## src/hdl/keygen_pkg.sv

```systemverilog
`default_nettype none

package keygen_pkg;

    // ML-DSA modulus and Power2Round split
    localparam logic [23:0] Q = 24'd8380417;
    localparam int D = 13;
    localparam int COEFF_WIDTH = 24;
    localparam int T1_WIDTH = 10;
    localparam int T0_WIDTH = 13;

    // Hash core and seed RAM words
    localparam int WORD_WIDTH = 64;
    localparam int SEED_BITS = 256;
    localparam int SEED_ADDR_WIDTH = 6;

    // Squeeze region lengths in words
    localparam int RHO_WORDS = 4;
    localparam int RHO_PRIME_WORDS = 8;
    localparam int K_WORDS = 4;

    typedef enum logic [1:0] {
        region_rho,
        region_rho_prime,
        region_k
    } squeeze_region_t;

    // Coefficient seen either whole or as t1/t0 source fields
    typedef union packed {
        logic [COEFF_WIDTH-1:0] raw;
        struct packed {
            logic                spare;
            logic [T1_WIDTH-1:0] high;
            logic [D-1:0]        low;
        } split;
    } coeff_split_t;

endpackage

`default_nettype wire

```

## src/hdl/power2round.sv

```systemverilog
`timescale 1ns/1ps
`default_nettype none

module power2round (
    input  logic                                   clk,
    input  logic                                   rst,
    input  logic                                   coeff_valid,
    input  logic [keygen_pkg::COEFF_WIDTH-1:0]     coeff_in,
    output logic                                   t_valid,
    output logic [keygen_pkg::T1_WIDTH-1:0]        t1,
    output logic signed [keygen_pkg::T0_WIDTH-1:0] t0
);
    import keygen_pkg::*;

    localparam logic [D-1:0] HALF = D'(2 ** (D - 1));

    coeff_split_t       coeff_q;
    logic               valid_q;
    logic               round_up;
    logic [T0_WIDTH:0]  low_centered;

    // Stage 1
    always_ff @(posedge clk) begin
        coeff_q.raw <= coeff_in;
    end

    always_ff @(posedge clk) begin
        if (rst) begin
            valid_q <= 1'b0;
            t_valid <= 1'b0;
        end else begin
            valid_q <= coeff_valid;
            t_valid <= valid_q;
        end
    end

    // Low part above 2^(D-1) folds into a negative t0 and bumps t1
    assign round_up     = coeff_q.split.low > HALF;
    assign low_centered = round_up ? {1'b0, coeff_q.split.low} - (T0_WIDTH + 1)'(2 ** D)
                                   : {1'b0, coeff_q.split.low};

    // Stage 2
    always_ff @(posedge clk) begin
        t1 <= coeff_q.split.high + T1_WIDTH'(round_up);
        t0 <= low_centered[T0_WIDTH-1:0];
    end

    a_coeff_in_range: assert property (
        @(posedge clk) disable iff (rst) coeff_valid |-> (coeff_in < Q));

endmodule

`default_nettype wire

```

## src/hdl/seed_absorber.sv

```systemverilog
`timescale 1ns/1ps
`default_nettype none

module seed_absorber #(
    parameter int K = 8,
    parameter int L = 7
) (
    input  logic                              clk,
    input  logic                              rst,
    input  logic                              absorb_start,
    input  logic [keygen_pkg::SEED_BITS-1:0]  xi,
    output logic [keygen_pkg::WORD_WIDTH-1:0] absorb_data,
    output logic                              absorb_valid,
    output logic                              absorb_last,
    input  logic                              absorb_ready,
    output logic                              absorb_done
);
    import keygen_pkg::*;

    localparam int XI_WORDS  = SEED_BITS / WORD_WIDTH;
    localparam int SEL_WIDTH = $clog2(XI_WORDS);
    localparam int CNT_WIDTH = $clog2(XI_WORDS + 1);
    localparam logic [CNT_WIDTH-1:0] LAST_CNT = CNT_WIDTH'(XI_WORDS);

    logic [XI_WORDS-1:0][WORD_WIDTH-1:0] xi_words;
    logic [CNT_WIDTH-1:0]                word_cnt;
    logic [WORD_WIDTH-1:0]               kl_word;
    logic                                take;

    // Parameter bytes follow the seed with K above L
    assign kl_word = {{(WORD_WIDTH - 16){1'b0}}, 8'(K), 8'(L)};
    assign take    = absorb_valid && absorb_ready;

    always_ff @(posedge clk) begin
        if (absorb_start) begin
            xi_words <= xi;
        end
    end

    always_ff @(posedge clk) begin
        if (rst) begin
            word_cnt     <= '0;
            absorb_valid <= 1'b0;
            absorb_done  <= 1'b0;
        end else begin
            absorb_done <= 1'b0;
            if (absorb_start) begin
                word_cnt     <= '0;
                absorb_valid <= 1'b1;
            end else if (take) begin
                if (word_cnt == LAST_CNT) begin
                    word_cnt     <= '0;
                    absorb_valid <= 1'b0;
                    absorb_done  <= 1'b1;
                end else begin
                    word_cnt <= word_cnt + 1'b1;
                end
            end
        end
    end

    // Low seed word first and the counter only moves on a take
    assign absorb_data = (word_cnt == LAST_CNT) ? kl_word
                                                : xi_words[word_cnt[SEL_WIDTH-1:0]];
    assign absorb_last = absorb_valid && (word_cnt == LAST_CNT);

    a_data_stable_on_stall: assert property (
        @(posedge clk) disable iff (rst)
        (absorb_valid && !absorb_ready) |=> (absorb_valid && $stable(absorb_data)));

endmodule

`default_nettype wire

```

## src/hdl/squeeze_writer.sv

```systemverilog
`timescale 1ns/1ps
`default_nettype none

module squeeze_writer #(
    parameter int RHO_BASE       = 0,
    parameter int RHO_PRIME_BASE = 8,
    parameter int K_BASE         = 16
) (
    input  logic                                   clk,
    input  logic                                   rst,
    input  logic                                   squeeze_en,
    input  keygen_pkg::squeeze_region_t            region,
    input  logic [keygen_pkg::WORD_WIDTH-1:0]      squeeze_data,
    input  logic                                   squeeze_valid,
    output logic                                   squeeze_ready,
    output logic                                   seed_we,
    output logic [keygen_pkg::SEED_ADDR_WIDTH-1:0] seed_addr,
    output logic [keygen_pkg::WORD_WIDTH-1:0]      seed_din,
    output logic                                   region_done
);
    import keygen_pkg::*;

    // Widest region sets the index width
    localparam int IDX_WIDTH = $clog2(RHO_PRIME_WORDS);

    logic [IDX_WIDTH-1:0]       word_idx;
    logic [IDX_WIDTH-1:0]       last_idx;
    logic [SEED_ADDR_WIDTH-1:0] base_addr;
    logic                       take;

    always_comb begin
        case (region)
            region_rho_prime: begin
                base_addr = SEED_ADDR_WIDTH'(RHO_PRIME_BASE);
                last_idx  = IDX_WIDTH'(RHO_PRIME_WORDS - 1);
            end
            region_k: begin
                base_addr = SEED_ADDR_WIDTH'(K_BASE);
                last_idx  = IDX_WIDTH'(K_WORDS - 1);
            end
            default: begin
                base_addr = SEED_ADDR_WIDTH'(RHO_BASE);
                last_idx  = IDX_WIDTH'(RHO_WORDS - 1);
            end
        endcase
    end

    // Pause one cycle after a region's last take while the region select moves on
    assign squeeze_ready = squeeze_en && !region_done;
    assign take          = squeeze_valid && squeeze_ready;

    always_ff @(posedge clk) begin
        if (take) begin
            seed_din  <= squeeze_data;
            seed_addr <= base_addr + SEED_ADDR_WIDTH'(word_idx);
        end
    end

    always_ff @(posedge clk) begin
        if (rst) begin
            word_idx    <= '0;
            seed_we     <= 1'b0;
            region_done <= 1'b0;
        end else begin
            seed_we     <= take;
            region_done <= 1'b0;
            if (take) begin
                if (word_idx == last_idx) begin
                    word_idx    <= '0;
                    region_done <= 1'b1;
                end else begin
                    word_idx <= word_idx + 1'b1;
                end
            end
        end
    end

endmodule

`default_nettype wire

```

## src/hdl/keygen_ctrl.sv

```systemverilog
`timescale 1ns/1ps
`default_nettype none

module keygen_ctrl (
    input  logic                        clk,
    input  logic                        rst,
    input  logic                        start,
    output logic                        hash_init,
    output logic                        absorb_start,
    input  logic                        absorb_done,
    output logic                        squeeze_en,
    output keygen_pkg::squeeze_region_t region,
    input  logic                        region_done,
    output logic                        done
);
    import keygen_pkg::*;

    localparam logic [2:0] ST_IDLE              = 3'd0;
    localparam logic [2:0] ST_INIT              = 3'd1;
    localparam logic [2:0] ST_ABSORB            = 3'd2;
    localparam logic [2:0] ST_SQUEEZE_RHO       = 3'd3;
    localparam logic [2:0] ST_SQUEEZE_RHO_PRIME = 3'd4;
    localparam logic [2:0] ST_SQUEEZE_K         = 3'd5;
    localparam logic [2:0] ST_FINISH            = 3'd6;

    logic [2:0] state;
    logic [2:0] next_state;

    always_ff @(posedge clk) begin
        if (rst) begin
            state <= ST_IDLE;
        end else begin
            state <= next_state;
        end
    end

    // Start is only looked at in idle, so a start while busy is dropped
    always_comb begin
        next_state = state;
        case (state)
            ST_IDLE: begin
                if (start) begin
                    next_state = ST_INIT;
                end
            end
            ST_INIT: next_state = ST_ABSORB;
            ST_ABSORB: begin
                if (absorb_done) begin
                    next_state = ST_SQUEEZE_RHO;
                end
            end
            ST_SQUEEZE_RHO: begin
                if (region_done) begin
                    next_state = ST_SQUEEZE_RHO_PRIME;
                end
            end
            ST_SQUEEZE_RHO_PRIME: begin
                if (region_done) begin
                    next_state = ST_SQUEEZE_K;
                end
            end
            ST_SQUEEZE_K: begin
                if (region_done) begin
                    next_state = ST_FINISH;
                end
            end
            default: next_state = ST_IDLE;
        endcase
    end

    // Core is cleared while the absorber loads xi
    assign hash_init    = (state == ST_INIT);
    assign absorb_start = (state == ST_INIT);
    assign done         = (state == ST_FINISH);

    assign squeeze_en = (state == ST_SQUEEZE_RHO) || (state == ST_SQUEEZE_RHO_PRIME)
                        || (state == ST_SQUEEZE_K);

    always_comb begin
        case (state)
            ST_SQUEEZE_RHO_PRIME: region = region_rho_prime;
            ST_SQUEEZE_K:         region = region_k;
            default:              region = region_rho;
        endcase
    end

    // Writer only finishes a region while squeezing is enabled
    a_region_done_in_squeeze: assert property (
        @(posedge clk) disable iff (rst) region_done |-> squeeze_en);

    a_hash_init_single: assert property (
        @(posedge clk) disable iff (rst) hash_init |=> !hash_init);

endmodule

`default_nettype wire

```

## src/hdl/keygen_front.sv

```systemverilog
`timescale 1ns/1ps
`default_nettype none

module keygen_front #(
    parameter int K              = 8,
    parameter int L              = 7,
    parameter int RHO_BASE       = 0,
    parameter int RHO_PRIME_BASE = 8,
    parameter int K_BASE         = 16
) (
    input  logic                                   clk,
    input  logic                                   rst,
    input  logic                                   start,
    input  logic [keygen_pkg::SEED_BITS-1:0]       xi,
    output logic                                   done,
    output logic                                   hash_init,
    output logic [keygen_pkg::WORD_WIDTH-1:0]      absorb_data,
    output logic                                   absorb_valid,
    output logic                                   absorb_last,
    input  logic                                   absorb_ready,
    input  logic [keygen_pkg::WORD_WIDTH-1:0]      squeeze_data,
    input  logic                                   squeeze_valid,
    output logic                                   squeeze_ready,
    output logic                                   seed_we,
    output logic [keygen_pkg::SEED_ADDR_WIDTH-1:0] seed_addr,
    output logic [keygen_pkg::WORD_WIDTH-1:0]      seed_din,
    input  logic                                   coeff_valid,
    input  logic [keygen_pkg::COEFF_WIDTH-1:0]     coeff_in,
    output logic                                   t_valid,
    output logic [keygen_pkg::T1_WIDTH-1:0]        t1,
    output logic signed [keygen_pkg::T0_WIDTH-1:0] t0
);
    import keygen_pkg::*;

    logic            absorb_start;
    logic            absorb_done;
    logic            squeeze_en;
    squeeze_region_t region;
    logic            region_done;

    keygen_ctrl i_keygen_ctrl (
        .clk          (clk),
        .rst          (rst),
        .start        (start),
        .hash_init    (hash_init),
        .absorb_start (absorb_start),
        .absorb_done  (absorb_done),
        .squeeze_en   (squeeze_en),
        .region       (region),
        .region_done  (region_done),
        .done         (done)
    );

    seed_absorber #(
        .K (K),
        .L (L)
    ) i_seed_absorber (
        .clk          (clk),
        .rst          (rst),
        .absorb_start (absorb_start),
        .xi           (xi),
        .absorb_data  (absorb_data),
        .absorb_valid (absorb_valid),
        .absorb_last  (absorb_last),
        .absorb_ready (absorb_ready),
        .absorb_done  (absorb_done)
    );

    squeeze_writer #(
        .RHO_BASE       (RHO_BASE),
        .RHO_PRIME_BASE (RHO_PRIME_BASE),
        .K_BASE         (K_BASE)
    ) i_squeeze_writer (
        .clk           (clk),
        .rst           (rst),
        .squeeze_en    (squeeze_en),
        .region        (region),
        .squeeze_data  (squeeze_data),
        .squeeze_valid (squeeze_valid),
        .squeeze_ready (squeeze_ready),
        .seed_we       (seed_we),
        .seed_addr     (seed_addr),
        .seed_din      (seed_din),
        .region_done   (region_done)
    );

    power2round i_power2round (
        .clk         (clk),
        .rst         (rst),
        .coeff_valid (coeff_valid),
        .coeff_in    (coeff_in),
        .t_valid     (t_valid),
        .t1          (t1),
        .t0          (t0)
    );

endmodule

`default_nettype wire

```

## config.mk

```make
export PLATFORM = sky130hd
export DESIGN_NAME = keygen_front
export DESIGN_NICKNAME = d
export VERILOG_FILES = /design/src/hdl/keygen_pkg.sv /design/src/hdl/power2round.sv /design/src/hdl/seed_absorber.sv /design/src/hdl/squeeze_writer.sv /design/src/hdl/keygen_ctrl.sv /design/src/hdl/keygen_front.sv
export SDC_FILE = /design/constraint.sdc
export NUM_CORES = 1
export LEC_CHECK = 0
export ABC_AREA = 1
export ABC_CLOCK_PERIOD_IN_PS = 13500
export BUFFER_PORTS_ARGS = -buffer_cell sky130_fd_sc_hd__buf_2
export CORE_AREA = 3 3 197 199
export DETAILED_ROUTE_END_ITERATION = 6
export DIE_AREA = 0 0 200 202
export HOLD_SLACK_MARGIN = 0.08
export PLACE_DENSITY = 0.61
export SLEW_MARGIN = 20
export SYNTH_ARGS = -nofsm -noshare
export SYNTH_HDL_FRONTEND = slang
export SYNTH_SLANG_ARGS = --single-unit
```

## constraint.sdc

```tcl
create_clock -name clk -period 13.5 [get_ports clk]
set_input_delay 1.35 -clock clk [delete_from_list [all_inputs] [get_ports clk]]
set_output_delay 1.35 -clock clk [all_outputs]
set_load 0.02 [all_outputs]
```

-- After elaboration in Yosys (flattened, before gate mapping)
Cells that the tools add are included.
Widths: inputs -> output; s select.
- reductions and logical operators: 15
- mux-type cells: 20
- bitwise operators: 2
- $lt $le $gt $ge: 2
- add/sub/neg operators: 5
- equal/unequal tests: 15
- operators by type and width (kind ; count):
    $bmux 64 s2 ; 1
    $mux 64 ; 2
    $mux 3 ; 8
    $pmux 3 s6 ; 1
    $gt 13x13->1 const B ; 1
    $mux 13 ; 1
    $sub 13x1->13 const B ; 1
    $eq 3x3->1 const B ; 4
    $add 10x1->10 ; 1
    $pmux 5 s2 ; 1
    $ne 2x1->1 const B ; 4
    $add 3x1->3 const B ; 2
    $add 5x3->6 ; 1
    $eq 3x2->1 const B ; 2
    $mux 1 ; 5
    $reduce_and 5->1 ; 1
    $logic_and 1x1->1 ; 4
    $pmux 2 s2 ; 1
    $reduce_bool 2->1 ; 2
    $reduce_or 2->1 ; 2
    $eq 3x1->1 const B ; 1
    $eq 3x3->1 ; 1
    $logic_not 3->1 ; 1
    $lt 2x3->1 const B ; 1
    8 further kinds ; 10
- bits of input ports: 350
- word-level logic and storage cells: 77
- output and inout port bits: 164
- register bits: 387

-- Longest topological paths before layout
Gate-level depths: netlist of run 1.
- word-level depth: 7
- depth in mapped cells: 11
- depth with buffers taken out: 11

-- Modules after synthesis
From an unflattened synthesis of run 1, not the netlist that was laid out.
- cells, all modules: 1277
- area total of the unflattened synthesis: 14785.4 um2
- by module, submodules not included (module ; cells an instance ; seq. area each (um2) ; area each (um2) ; instances):
    seed_absorber ; 1030 ; 7787.5 ; 10978.0 ; 1
    squeeze_writer ; 105 ; 2172.1 ; 2323.5 ; 1
    power2round ; 96 ; 960.9 ; 1227.4 ; 1
    keygen_ctrl ; 46 ; 60.1 ; 256.5 ; 1

-- Worst setup path before layout of run 1
No wires, ideal clock.
- path type: register to output
- start: register i_keygen_ctrl.state[0]
- end: output port hash_init
- stages on the path, launching flop included: 4
- required time: 12.150 ns
- data arrival time: 5.626 ns
- path slack: 6.524 ns
- buffers on the path: 1
- cells stage by stage: dfxtp_1 -> buf_2 -> nand3_1 -> inv_1
- word-level cells in the longest chain between the ends: 1
- ends and longest elaborated chain (what ; RTL line ; source):
    from (decl) ; keygen_ctrl.sv:26 ; logic [2:0] state;
    from (signal assigned) ; keygen_ctrl.sv:33 ; state <= next_state;
    $eq 3x1->1 ; keygen_ctrl.sv:72 ; assign hash_init = (state == ST_INIT);
    to (decl) ; keygen_front.sv:16 ; output logic hash_init,
Every way passes these cells.

-- Worst setup path in the final report of run 1
- start: register i_seed_absorber.word_cnt[0]
- end: output port absorb_data[8] (netlist name)
- word-level cells in the longest chain between the ends: 3
- ends and longest elaborated chain (what ; RTL line ; source):
    from (decl) ; seed_absorber.sv:26 ; logic [CNT_WIDTH-1:0] word_cnt;
    from (signal assigned) ; seed_absorber.sv:56 ; word_cnt <= word_cnt + 1'b1;
    $bmux 64 s2 ; seed_absorber.sv:64 ; : xi_words[word_cnt[SEL_WIDTH-1:0]];
    $mux 64 (not written as such) ; seed_absorber.sv:64 ;
    $mux 64 (*) ; seed_absorber.sv:63 ; assign absorb_data = (word_cnt == LAST_CNT) ? kl_word
    to (decl) ; keygen_front.sv:17 ; output logic [keygen_pkg::WORD_WIDTH-1:0] absorb_data,
Every way passes the cells marked *; elsewhere a longest branch is shown, timed or not. The select of a mux whose other input is x is not followed.

==> results by stage, run 1 <==
Outcome:
- The run finished with clean final reports.

Timing:
- For the pin with the worst max-slew slack, the measured transition is roughly 1100 ps.
- Setup repair after global routing left no endpoint under its margin.
- Final hold analysis gives a worst-case slack of 352 ps.
- Counting I/O delays and the setup requirement, the final critical path takes 4910 ps.
- The final hold violation count is 0.
- The period utilization is about 36%.
- The final max-slew violation count is 0.
- The sum of negative setup slack is 0 ps.
- Between clock sinks in the finished design, the worst skew comes to roughly 17 ps.
- For this run, the top clock speed supported by timing is 204 MHz.
- Headroom to the max-slew limit came out at just under 30%.
- Setup violations remaining at the end of the flow were counted as 0.

Critical path:
- The most critical setup path has its startpoint at i_seed_absorber.word_cnt[0].
- For the worst setup path, the data arrival time is around 3600 ps.
- The kind of critical path is flip-flop to output port.
- The worst-path maximum fanout is 52.
- The worst reg2reg path startpoint is i_keygen_ctrl.state[0].
- The sort of element at the end of the critical path is an output port.
- The worst setup path is launched from a flip-flop.
- The critical path required time is 12150 ps.

Global routing:
- The maximum number of pins on one net before global-route repair is ~110.
- The first global-routing pass estimated between 50 and 60 mm of wire.
- The via count of the first global-routing pass is 9765.
- For this run, the total global-route usage over all layers was measured as 18.3%.
- The remaining global-route overflow is 0.
- The initial antenna violation count is 14.

Clocking:
- No sink is reached through more buffers than the 3 on the longest clock path.
- The clock-pin slew of the registers on the worst-case setup and hold paths is 60 ps.
- The number of buffers inserted for hold repair after clock tree synthesis is 0.
- The H-tree generated during clock tree synthesis spans 2 levels.
- The later pin in the worst-skew pair is clocked with a latency of ~560 ps.
- The number of gates given a new drive strength after cts is 0.
- The clock root buffer master is sky130_fd_sc_hd__clkbuf_16.
- TritonCTS built the clock tree.
- CTS saw between 300 and 400 sinks.
- The number of clock buffers inserted by TritonCTS is 42.
- The number of setup buffers added after CTS is 0.

Die:
- The die width is about 200 um.
- The area of the placeable core is around 37000 sq um.
- The number of cell rows is 71.
- The starting density of the core is a little under two fifths.
- The die covers ~40000 sq um.
- The die is 202 um tall.
- The count of pins on the block boundary is between 500 and 600.

Logic synthesis:
- The predominant post-synthesis flop cell is sky130_fd_sc_hd__edfxtp_1.
- The number of warnings issued by yosys is 0.
- After technology mapping, the gate count stands at ~1000.
- In this run, synthesis inferred roughly 330 flip-flops with an integrated enable.
- After synthesis, the share of flip-flops with an asynchronous set or reset is 0%.
- The synthesized net count is ~1400.
- For this run, the register share of the synthesized area comes to 79.0%.
- The number of synthesized register bits is 386.
- The number of different library cells used by synthesis comes to 32.
- The post-synthesis average cell area is approximately 14 sq um.
- After synthesis the cells add up to between 10000 and 15000 sq um.

Drt:
- The number of nets still failing antenna checks after routing is 0.
- Dividing the detail-routed via count by the number of cells gives around 4.7.
- The number of vias after detailed routing is between 9000 and 10000.
- After detailed routing, the average wire length per cell comes to between 15 and 20 um.
- The first detailed-routing pass ran for 4 iterations.
- For this block, the initial DRC count from the detailed router was approximately 540.
- The routed design has approximately 39 mm of wire.
- For this run, design rule violations remaining after detail routing come to 0.

Hold path:
- The startpoint of the most critical hold path is i_power2round.coeff_q[12].
- The tightest min-delay check is of the flip-flop to flip-flop type.

Final layout:
- The total number of nets in the final design is around 1900.
- The most common cell after layout, fill and taps aside is sky130_fd_sc_hd__buf_2.
- In the layout the commonest cells are sky130_fd_sc_hd__buf_2, sky130_fd_sc_hd__edfxtp_1, sky130_fd_sc_hd__nor2_1, sky130_fd_sc_hd__a21oi_1, sky130_fd_sc_hd__o21ai_1.
- The layout has between 3000 and 4000 filler cells.
- The synthesis-to-finish area growth is 31.4%.
- The post-route netlist has between 30% and 40% of its cells at a drive strength greater than 1.

Pwr:
- In this run the power density over the cells is between 150 and 200 nW/um^2.
- The cell leakage power is approximately 7.4 nW.
- The combinational share of power is ~21%.
- The reported net switching power is around 0.0011 W.
- Internal power comes to about 0.0025 W.
- The clock share of power is 31.8%.
- In this run switching power makes up a little under a third of total power.
- The worst-case IR drop observed on VDD is 0.146 mV.
- The sequential cell fraction of total power is between 40% and 50%.

Placement:
- Summed over all nets, the half-perimeter wirelength after detailed placement is ~26 mm.
- Input and output buffers added on the ports amount to about 500.
- The placer's final routability congestion estimate is 0.830.

Run:
- The number of max-capacitance violations reported is 0.
## worst paths after layout
check,to,slack [ps],cells after the start
max reg2reg,i_seed_absorber.xi_words[166],10730,3
max,absorb_data[8],8590,7
min,i_power2round.t0[12],350,0
min reg2reg,i_power2round.t0[12],350,0
## sequential cells by signal (all words and copies together) (netlist names)
signal / count
i_keygen_ctrl.state: 3
i_power2round.coeff_q: 23
i_power2round.t0: 13
i_power2round.t1: 10
i_power2round.t_valid: 1
i_power2round.valid_q: 1
i_seed_absorber.absorb_done: 1
i_seed_absorber.absorb_valid: 1
i_seed_absorber.word_cnt: 3
i_seed_absorber.xi_words: 256
i_squeeze_writer.region_done: 1
i_squeeze_writer.seed_addr: 5
i_squeeze_writer.seed_din: 64
i_squeeze_writer.seed_we: 1
i_squeeze_writer.word_idx: 3
## synthesized netlist by cell type (2+ instances only)
cell type	number	area share, %
sky130_fd_sc_hd__a21oi_1	75	2.7
sky130_fd_sc_hd__buf_2	17	0.61
sky130_fd_sc_hd__buf_6	14	1.1
sky130_fd_sc_hd__clkbuf_1	10	0.27
sky130_fd_sc_hd__clkbuf_2	8	0.29
sky130_fd_sc_hd__dfxtp_1	61	8.8
sky130_fd_sc_hd__edfxtp_1	325	70
sky130_fd_sc_hd__ha_1	5	0.45
sky130_fd_sc_hd__inv_1	23	0.62
sky130_fd_sc_hd__inv_2	3	0.081
sky130_fd_sc_hd__nand2_1	47	1.3
sky130_fd_sc_hd__nand3_1	11	0.40
sky130_fd_sc_hd__nand3_2	2	0.14
sky130_fd_sc_hd__nand4_1	5	0.22
sky130_fd_sc_hd__nor2_1	263	7.1
sky130_fd_sc_hd__nor3_1	4	0.14
sky130_fd_sc_hd__o21ai_0	53	1.9
sky130_fd_sc_hd__o21ai_1	73	2.6
sky130_fd_sc_hd__xor2_1	6	0.38
## area by class of cell
class | count | area [sq um] | share of cell area, %
Sequential cell | 386 | 11000 | 60.1
Timing Repair Buffer | 519 | 2620 | 14.3
Multi-Input combinational cell | 552 | 2470 | 13.5
Clock buffer | 57 | 1240 | 6.81
Tap cell | 511 | 639 | 3.50
Clock inverter | 20 | 159 | 0.870
Inverter | 28 | 115 | 0.630
Antenna cell | 14 | 35.0 | 0.192
## power groups by stage
| stage | Sequential [W] | Clock (W) | Combinational (W) |
|---|---|---|---|
| 6_report | 0.00170 | 0.00114 | 0.000739 |
| 5_1_grt | 0.00173 | 0.00122 | 0.000819 |
| 4_1_cts | 0.00170 | 0.00117 | 0.000752 |
| 3_5_place_dp | 0.00173 | 0 | 0.000750 |
| 3_3_place_gp | 0.00172 | 0 | 0.000740 |
| 2_1_floorplan | 0.00182 | 0 | 0.000454 |
## through the flow
stage	setup slack, ps	power [W]	instance area [sq um]	cells	util [%]
3_3_place_gp	9020	0.00246	16800	1996	45.0
3_5_place_dp	9040	0.00248	16800	1996	45.0
4_1_cts	8410	0.00363	18200	2073	48.8
5_1_grt	8300	0.00376	18300	2084	48.8
2_1_floorplan	6520	0.00227	13900	1018	-
6_report	8590	0.00358	18300	2087	48.8
## cells by family after synthesis
group,synth area share (%)
xor+xnor,0.441
other cells,0.0270
buf+inv,3.27
flops,79.0
simple gates,9.50
fa+ha+maj,0.450
compound gates,7.34
## routing by layer
layer | track usage, % | vias to the layer above | routed length, um
met5 | 0 | - | 27
met4 | 8.35 | 4 | 1170
met3 | 6.05 | 68 | 3520
met2 | 32.1 | 409 | 20000
met1 | 20.0 | 4606 | 14000
li1 | - | 4635 | -
## worst max-delay path, stage by stage (launching register included)
cell and delay [ps]:
sky130_fd_sc_hd__dfxtp_4 750, sky130_fd_sc_hd__inv_4 380, sky130_fd_sc_hd__ha_1 330, sky130_fd_sc_hd__nand2_1 320, sky130_fd_sc_hd__inv_2 220, sky130_fd_sc_hd__buf_4 350
sky130_fd_sc_hd__a21oi_1 330, sky130_fd_sc_hd__buf_2 230
Power figures use the tool's default switching activity.
==> inputs of run 2 (changes only) <==
--- a/config.mk
+++ b/config.mk
@@ -6,13 +6,13 @@
 export NUM_CORES = 1
 export LEC_CHECK = 0
 export ABC_AREA = 1
-export ABC_CLOCK_PERIOD_IN_PS = 13500
+export ABC_CLOCK_PERIOD_IN_PS = 4250
 export BUFFER_PORTS_ARGS = -buffer_cell sky130_fd_sc_hd__buf_2
-export CORE_AREA = 3 3 197 199
+export CORE_AREA = 3 3 199 201
 export DETAILED_ROUTE_END_ITERATION = 6
-export DIE_AREA = 0 0 200 202
+export DIE_AREA = 0 0 202 204
 export HOLD_SLACK_MARGIN = 0.08
-export PLACE_DENSITY = 0.61
+export PLACE_DENSITY = 0.62
 export SLEW_MARGIN = 20
 export SYNTH_ARGS = -nofsm -noshare
 export SYNTH_HDL_FRONTEND = slang
==> constraint.sdc (replaced) <==
create_clock -name clk -period 4.25 [get_ports clk]
set_input_delay 0.425 -clock clk [delete_from_list [all_inputs] [get_ports clk]]
set_output_delay 0.425 -clock clk [all_outputs]
set_load 0.02 [all_outputs]
==> run 2 against run 1 <==
Count of clock-buffer cells in the layout fell by 3. Global-route usage rose by 3.3 points. Die area rose by 2.0%. Final cell count rose by 16%. Core utilization rose by 8.9 points. Clock skew fell by 1.6 ps. Via count rose by 19%. Largest cell class unchanged.
==> results by stage, run 2 (synthesis results as in run 1) <==
Final layout:
- The library cell used most frequently in the layout, excluding fill and tap cells, is sky130_fd_sc_hd__buf_2.
- The largest registers in the layout are i_seed_absorber.xi_words: 256 flops, i_squeeze_writer.seed_din: 64 flops, i_power2round.coeff_q: 23 flops.
- The final standard cell utilization of the core is 57.7% (+8.9 points).
- The sequential cell area is 11000 sq um (about the same).
- The area used by multi-input combinational logic is 2480 sq um (+0.51%).
- The library cells used most frequently in the layout, excluding fill and tap cells, are sky130_fd_sc_hd__buf_2, sky130_fd_sc_hd__dlygate4sd3_1, sky130_fd_sc_hd__edfxtp_1, sky130_fd_sc_hd__nor2_1, sky130_fd_sc_hd__a21oi_1.
- The total number of nets in the final design is 2232 (+18%).
- More flip-flops sit in one register than any other, and that register is i_seed_absorber.xi_words.
- The number of fill cells is 2910 (-13%).
- The share of final-layout standard cells stronger than drive strength 1 is 31.8% (-6.4 points).
- The number of flip-flops under the largest register name is 256 (unchanged).
- The synthesis-to-finish area growth is 56.7%.
- The final cell count without fillers is 2429 (+16%).

Placement:
- The detailed placer's ending HPWL came to 28.2 mm (+7.1%).
- The placer's final routability congestion estimate came to 0.846 (+1.9%).
- The cell count after placement is 2002 (+0.30%).
- The number of port buffers is 511 (unchanged).

Drt:
- The total routed wire length on the met1 layer came to 16.7 mm (+19%).
- The number of vias after detailed routing is 11500 (+19%).
- The number of nets still failing antenna checks after routing came to 0 (unchanged).
- The met2 routed wirelength is 23.9 mm (+20%).
- After detailed routing, no signal wire sits above met5.
- The number of detailed-routing iterations run before antenna repair was 5 (+1).
- The average routed wire per standard cell came to 19.0 um (+2.6%).
- The number of remaining DRC errors was 0 (unchanged).
- The per-cell via count in the routed design came to 4.75 (+2.0%).
- The met3 layer wire length in the routed design is 3.62 mm (+2.7%).
- The number of DRC markers in iteration 0 came to 632 (+17%).
- The routed wire length is 46.2 mm (+19%).

Outcome:
- The run finished with clean final reports.

Clocking:
- The deepest clock path buffer count is 3 (unchanged).
- The CTS tree is done.
- The clock root buffer master is sky130_fd_sc_hd__clkbuf_16.
- The number of buffers inserted by post-CTS setup repair is 0 (unchanged).
- The number of sinks driven by the clock tree was 386 (unchanged).
- The number of clock buffers inserted by TritonCTS is 41 (-2.4%).
- The number of H-tree branching levels is 2 (unchanged).
- The clock network latency to the later pin of the worst-skew pair is 550 ps (about the same).
- The clock-pin slew of the registers on the worst-case setup and hold paths is 70 ps (about the same).

Pwr:
- The clock share of power is 31.2% (-0.6 points).
- The switching power as a share of total power is 30.2% (+0.038 points).
- The design internal power came to 0.00827 W (+230%).
- The sequential cell fraction of total power is 45.6% (-1.9 points).
- The maximum vdd ir drop is 0.397 mV (+170%).
- The reported net switching power is 0.00358 W (+230%).
- The cell leakage power came to 8.86 nW (+20%).
- The power density over the cells is 544 nW/um^2 (+180%).
- The combinational share of power is 23.1% (+2.5 points).

Die:
- The vertical extent of the die is 204 um (+0.99%).
- The number of cell rows is 71 (unchanged).
- The full die area is 41200 sq um (+2.0%).
- The die width is 202 um (+1.0%).
- The count of pins on the block boundary is 514 (unchanged).
- The area of the placeable core is 37800 sq um (+0.95%).
- The starting density of the core came to 36.8% (-0.35 points).

Global routing:
- The maximum number of pins on one net before global-route repair is 70 (-35%).
- The remaining global-route overflow is 0 (unchanged).
- The global-route wire length before repair is 68.9 mm (+23%).
- The overall fraction of global-route tracks in use was 21.6% (+3.3 points).
- The via count of the first global-routing pass came to 12200 (+25%).
- The initial antenna violation count came to 9 (-5).

Timing:
- The period utilization is between 70% and 80%.
- The final hold slack is 120 ps (-232 ps).
- The final hold violation count is 0 (unchanged).
- The final max-slew violation count is 0 (unchanged).
- Setup repair after global routing left no endpoint under its margin.
- Based on the critical path, the design can be clocked at up to just under 300 MHz.
- The time the worst path needs with I/O delays and setup is between 3000 and 4000 ps.
- The worst clock skew was 15.8 ps (-1.63 ps).
- The setup-violating endpoint count in the final report is 0 (unchanged).
- The worst-margin pin slew is 909 ps (-149 ps).
- The sum of negative setup slack is 0 ps (unchanged).
- The worst slew slack as a fraction of its limit came to 39.4% (+9.9 points).

Run:
- The number of max-capacitance violations reported is 0 (unchanged).

Critical path:
- The signal on the critical path passes through inv_4 > ha_1 > nand2_1 > inv_2 > buf_12 > a21oi_1 > buf_2.
- The critical path required time came to 3830 ps (-8320 ps).
- The arrival time reported for the critical path endpoint was 2940 ps (-620 ps).
- STA classifies the critical path endpoint as an output port.
- The delay contributed by the slowest stage of the critical path is 560 ps (-190 ps).
- The worst setup path is launched from a flip-flop.
- The highest-delay cell along the critical path is sky130_fd_sc_hd__inv_2.
- The worst-path maximum fanout is 37 (-29%).
- The kind of critical path is flip-flop to output port.

Hold path:
- The min-delay analysis places its worst path in the category input pin to flip-flop.
run 2: cell count changes in the layout (fill, tap and decap cells not counted), moves of 4 or more:
cell / change
sky130_fd_sc_hd__dlygate4sd3_1: +343
sky130_fd_sc_hd__clkbuf_1: -5
sky130_fd_sc_hd__diode_2: -4
sky130_fd_sc_hd__buf_4: +4
run 2: power groups by stage:
stage	registers, W	logic (W)	clock network (W)
5_1_grt	0.00547	0.00300	0.00392
6_report	0.00540	0.00274	0.00370
3_3_place_gp	0.00544	0.00243	0
2_1_floorplan	0.00569	0.00146	0
4_1_cts	0.00539	0.00273	0.00376
3_5_place_dp	0.00546	0.00246	0
run 2: what timing repair did:
action,CTS,global route
hold buffers,343,0
resized for setup,0,0
hold endpoints to repair,343,0
run 2: area by class of cell:
cell class              count  area share, %
flip-flops and latches    386           50.4
multi-input cells         552           11.4
inverters                  28          0.522
diodes                     10          0.115
clock inverters            20          0.700
repair buffers            868           28.1
well taps                 511           2.93
clock buffers              54           5.80
run 2: worst paths after layout:
check	startpoint	end	slack, ps	cells past startpoint
setup / recovery	i_seed_absorber.word_cnt[0]	absorb_data[36]	890	7
hold / removal	xi[108]	i_seed_absorber.xi_words[108]	120	1
setup reg to reg	i_keygen_ctrl.state[0]	i_squeeze_writer.seed_din[52]	1840	5
hold reg to reg	i_power2round.coeff_q[5]	i_power2round.t0[5]	360	0
run 2: critical path: cells and delay by family, from the launching register on:
family,cells,cell delay (ps)
buffers and inverters,4,1370
adders and majority gates,1,230
DFF,1,440
and+or+nand+nor,1,200
AOI/OAI and AO/OA,1,100
run 2: through the flow:
stage	cell area (sq um)	power (W)	setup slack, ps
after floorplan	13900	0.00715	-558
after global placement	16900	0.00787	1450
after detailed placement	16900	0.00792	1440
after CTS	21800	0.0119	810
after global routing	21800	0.0124	701
final	21800	0.0118	888
run 2: routing by layer:
layer  global-route usage (%)  vias up
met1                     23.5     5490
met4                     10.5        2
li1                         -     5318
met5                        0        -
met2                     39.4      588
met3                     5.56      139
==> inputs of run 3 (changes only) <==
--- a/config.mk
+++ b/config.mk
@@ -6,7 +6,7 @@
 export NUM_CORES = 1
 export LEC_CHECK = 0
 export ABC_AREA = 1
-export ABC_CLOCK_PERIOD_IN_PS = 4250
+export ABC_CLOCK_PERIOD_IN_PS = 2900
 export BUFFER_PORTS_ARGS = -buffer_cell sky130_fd_sc_hd__buf_2
 export CORE_AREA = 3 3 199 201
 export DETAILED_ROUTE_END_ITERATION = 6
==> constraint.sdc (replaced) <==
create_clock -name clk -period 2.9 [get_ports clk]
set_input_delay 0.29 -clock clk [delete_from_list [all_inputs] [get_ports clk]]
set_output_delay 0.29 -clock clk [all_outputs]
set_load 0.02 [all_outputs]
==> run 3 against run 2 <==
Combinational power rose by 51%. Routed wire length rose by 1.5%. Register-to-register slack got worse by 1200 ps. Final cell count rose by 0.66%. Hold slack improved by 110 ps. Sequential share of layout area fell by 0.50 points. Critical endpoint is now absorb_data[27]. Core utilization rose by 0.58 points. Clock power rose by 52%.
==> results by stage, run 3 (synthesis results as in run 1) <==
Global routing:
- The global-route wire length before repair is 69.6 mm (+1.0%).
- The via count of the first global-routing pass came to 12200 (+0.066%).
- The overall fraction of global-route tracks in use is 21.8% (+0.20 points).
- The remaining global-route overflow was 0 (unchanged).
- The initial antenna violation count is 8 (-1).
- The maximum number of pins on one net before global-route repair is 67 (-4.3%).

Hold path:
- The worst min-delay path category is input pin to flip-flop.
- The cell depth of the worst hold path was 6 (+5).
- The hold path endpoint is i_keygen_ctrl.state[1].
- The startpoint of the most critical hold path is start.

Outcome:
- The run finished with clean final reports.

Clocking:
- The root buffer cell chosen for the clock tree is sky130_fd_sc_hd__clkbuf_16.
- The number of gates given a new drive strength after cts is 0 (unchanged).
- The number of H-tree branching levels is 2 (unchanged).
- The clock-pin slew of the registers on the worst-case setup and hold paths was 60 ps (about the same).
- The deepest clock path buffer count came to 3 (unchanged).
- The number of buffers inserted by post-CTS setup repair is 0 (unchanged).
- TritonCTS built the clock tree.
- The clock network latency to the later pin of the worst-skew pair came to 550 ps (about the same).
- The number of clock buffers inserted by TritonCTS is 41 (unchanged).
- The number of sinks driven by the clock tree is 386 (unchanged).

Die:
- The number of cell rows is 71 (unchanged).
- The area of the placeable core is 37800 sq um (unchanged).
- The die width is 202 um (unchanged).
- The count of pins on the block boundary was 514 (unchanged).
- The full die area came to 41200 sq um (unchanged).
- The vertical extent of the die is 204 um (unchanged).
- The starting density of the core is 36.8% (unchanged).

Critical path:
- The critical path required time came to 2610 ps (-1220 ps).
- The worst setup path is captured at an output port.
- The worst setup path is launched from a flip-flop.
- The depth of the worst register-to-register path is 11 (+6).
- The arrival time reported for the critical path endpoint was 2380 ps (-560 ps).
- The endpoint identified for the worst register-to-register timing path is i_power2round.t1[8].
- The worst-path maximum fanout is 41 (+11%).
- The setup slack of the most critical reg-to-reg path is 680 ps (-1160 ps).
- The worst register-to-register path begins at i_power2round.coeff_q[6].
- By startpoint and endpoint, the worst setup path is classified as flip-flop to output port.

Placement:
- The number of port buffers is 511 (unchanged).
- The worst setup slack after placement is 714 ps (-727 ps).
- The detailed placer's ending HPWL is 28.4 mm (+1.0%).
- The placer's final routability congestion estimate is 0.862 (+1.9%).
- The placed cell area is 17000 sq um (+0.70%).

Timing:
- Setup repair after global routing left no endpoint under its margin.
- The worst clock skew is 16.2 ps (+0.409 ps).
- The maximum clock rate is ~380 MHz.
- The period utilization is 91.9%.
- The sum of negative setup slack is 0 ps (unchanged).
- The setup-violating endpoint count in the final report is 0 (unchanged).
- The worst slew slack as a fraction of its limit is 38.6% (-0.77 points).
- The worst-margin pin slew was 920 ps (+11.6 ps).
- The time the worst path needs with I/O delays and setup is about 2700 ps.
- The worst-case setup margin in the final layout is 235 ps (-654 ps).
- The final hold violation count is 0 (unchanged).
- The final max-slew violation count is 0 (unchanged).

Drt:
- The routed wire length was 46.9 mm (+1.5%).
- The per-cell via count in the routed design was 4.73 (-0.31%).
- The number of vias after detailed routing was 11600 (+0.35%).
- The number of nets still failing antenna checks after routing is 0 (unchanged).
- The number of remaining DRC errors is 0 (unchanged).
- The number of detailed-routing iterations run before antenna repair came to 5 (unchanged).
- The number of DRC markers in iteration 0 came to 640 (+1.3%).
- The average routed wire per standard cell is 19.2 um (+0.88%).

Final layout:
- The number of fill cells is 2888 (-0.76%).
- The register name with the most flops is i_seed_absorber.xi_words.
- The total number of nets in the final design came to 2246 (+0.63%).
- The number of flip-flops under the largest register name is 256 (unchanged).
- The synthesis-to-finish area growth is 58.3%.
- The sequential cell area is 11000 sq um (unchanged).
- The final standard cell area without fillers is 22000 sq um (+1.0%).
- The largest registers in the layout are i_seed_absorber.xi_words: 256 flops, i_squeeze_writer.seed_din: 64 flops, i_power2round.coeff_q: 23 flops.
- The library cell used most frequently in the layout, excluding fill and tap cells, is sky130_fd_sc_hd__buf_2.
- In the layout the commonest cells are sky130_fd_sc_hd__buf_2, sky130_fd_sc_hd__dlygate4sd3_1, sky130_fd_sc_hd__edfxtp_1, sky130_fd_sc_hd__nor2_1, sky130_fd_sc_hd__a21oi_1.
- The area used by multi-input combinational logic came to 2480 sq um (unchanged).
- The share of final-layout standard cells stronger than drive strength 1 came to 32.0% (+0.26 points).

Pwr:
- The design internal power is 0.0124 W (+50%).
- The cell leakage power is 8.96 nW (+1.2%).
- The reported net switching power was 0.00529 W (+48%).
- The power density over the cells was 803 nW/um^2 (+48%).
- The sequential cell fraction of total power is 44.7% (-0.9 points).
- The combinational share of power is 23.5% (+0.4 points).
- The switching power as a share of total power was 29.9% (-0.25 points).
- The clock share of power is 31.9% (+0.7 points).
- The maximum vdd ir drop is 0.631 mV (+59%).

Run:
- The number of max-capacitance violations reported was 0 (unchanged).
## run 3: cell count changes in the layout (fill, tap and decap cells not counted), sizes merged
cell / before / now
buf: 525 / 534
bufinv: 2 / 4
clkbuf: 54 / 60
clkinv: 14 / 10
clkinvlp: 3 / 2
dlygate4sd3: 343 / 348
inv: 29 / 28
## run 3: worst max-delay path by stage
stage	slack, ps	cells after the start	endpoint	startpoint
2_1_floorplan	-1910	3	i_seed_absorber.xi_words[0]	i_keygen_ctrl.state[2]
3_3_place_gp	740	5	absorb_data[11]	i_seed_absorber.word_cnt[0]
3_5_place_dp	710	3	i_seed_absorber.xi_words[46]	i_keygen_ctrl.state[0]
4_1_cts	130	5	absorb_data[11]	i_seed_absorber.word_cnt[0]
5_1_grt	90	7	absorb_data[27]	i_seed_absorber.word_cnt[0]
6_report	230	7	absorb_data[27]	i_seed_absorber.word_cnt[0]
## run 3: layout make-up
class,instances,area share (%)
Sequential cell,386,49.9
Timing Repair Buffer,882,28.6
Multi-Input combinational cell,552,11.3
Clock buffer,60,5.83
Tap cell,511,2.90
Clock inverter,16,0.841
Inverter,28,0.517
Antenna cell,10,0.114
## run 3: metal layers
layer  wire (um)  vias to the layer above  global-route usage (%)
met5           0                        -                       0
met4        2350                        0                    10.6
met3        3310                      155                    5.40
met2       24400                      575                    39.6
met1       16900                     5492                    24.0
li1            -                     5355                       -
## run 3: power by group through the flow
stage / registers (W) / clock network, W / logic [W]
floorplan: 0.00816 / 0 / 0.00202
global placement: 0.00796 / 0 / 0.00368
detailed placement: 0.00799 / 0 / 0.00373
CTS: 0.00788 / 0.00573 / 0.00413
global route: 0.00799 / 0.00598 / 0.00451
finish: 0.00790 / 0.00564 / 0.00415
## run 3: through the flow
stage	power (W)	std cells	util [%]	hold WS (ps)
after global routing	0.0185	2443	58.3	251
after CTS	0.0177	2435	58.2	175
after detailed placement	0.0117	2011	45.1	341
after global placement	0.0116	2011	45.1	338
after floorplan	0.0102	1018	-	318
final	0.0177	2445	58.3	229
## run 3: timing repair
| item | 4_1_cts | 5_1_grt |
|---|---|---|
| setup endpoints to repair | 0 | 0 |
| endpoints found under the hold margin | 352 | 0 |
| hold buffers | 348 | 0 |
## run 3: critical path: stages, from the launching register on
cell and delay (ps):
sky130_fd_sc_hd__dfxtp_4 490, sky130_fd_sc_hd__inv_4 200, sky130_fd_sc_hd__ha_1 270, sky130_fd_sc_hd__nand2_1 100
sky130_fd_sc_hd__inv_2 70, sky130_fd_sc_hd__buf_12 180, sky130_fd_sc_hd__a21oi_1 240, sky130_fd_sc_hd__buf_2 220
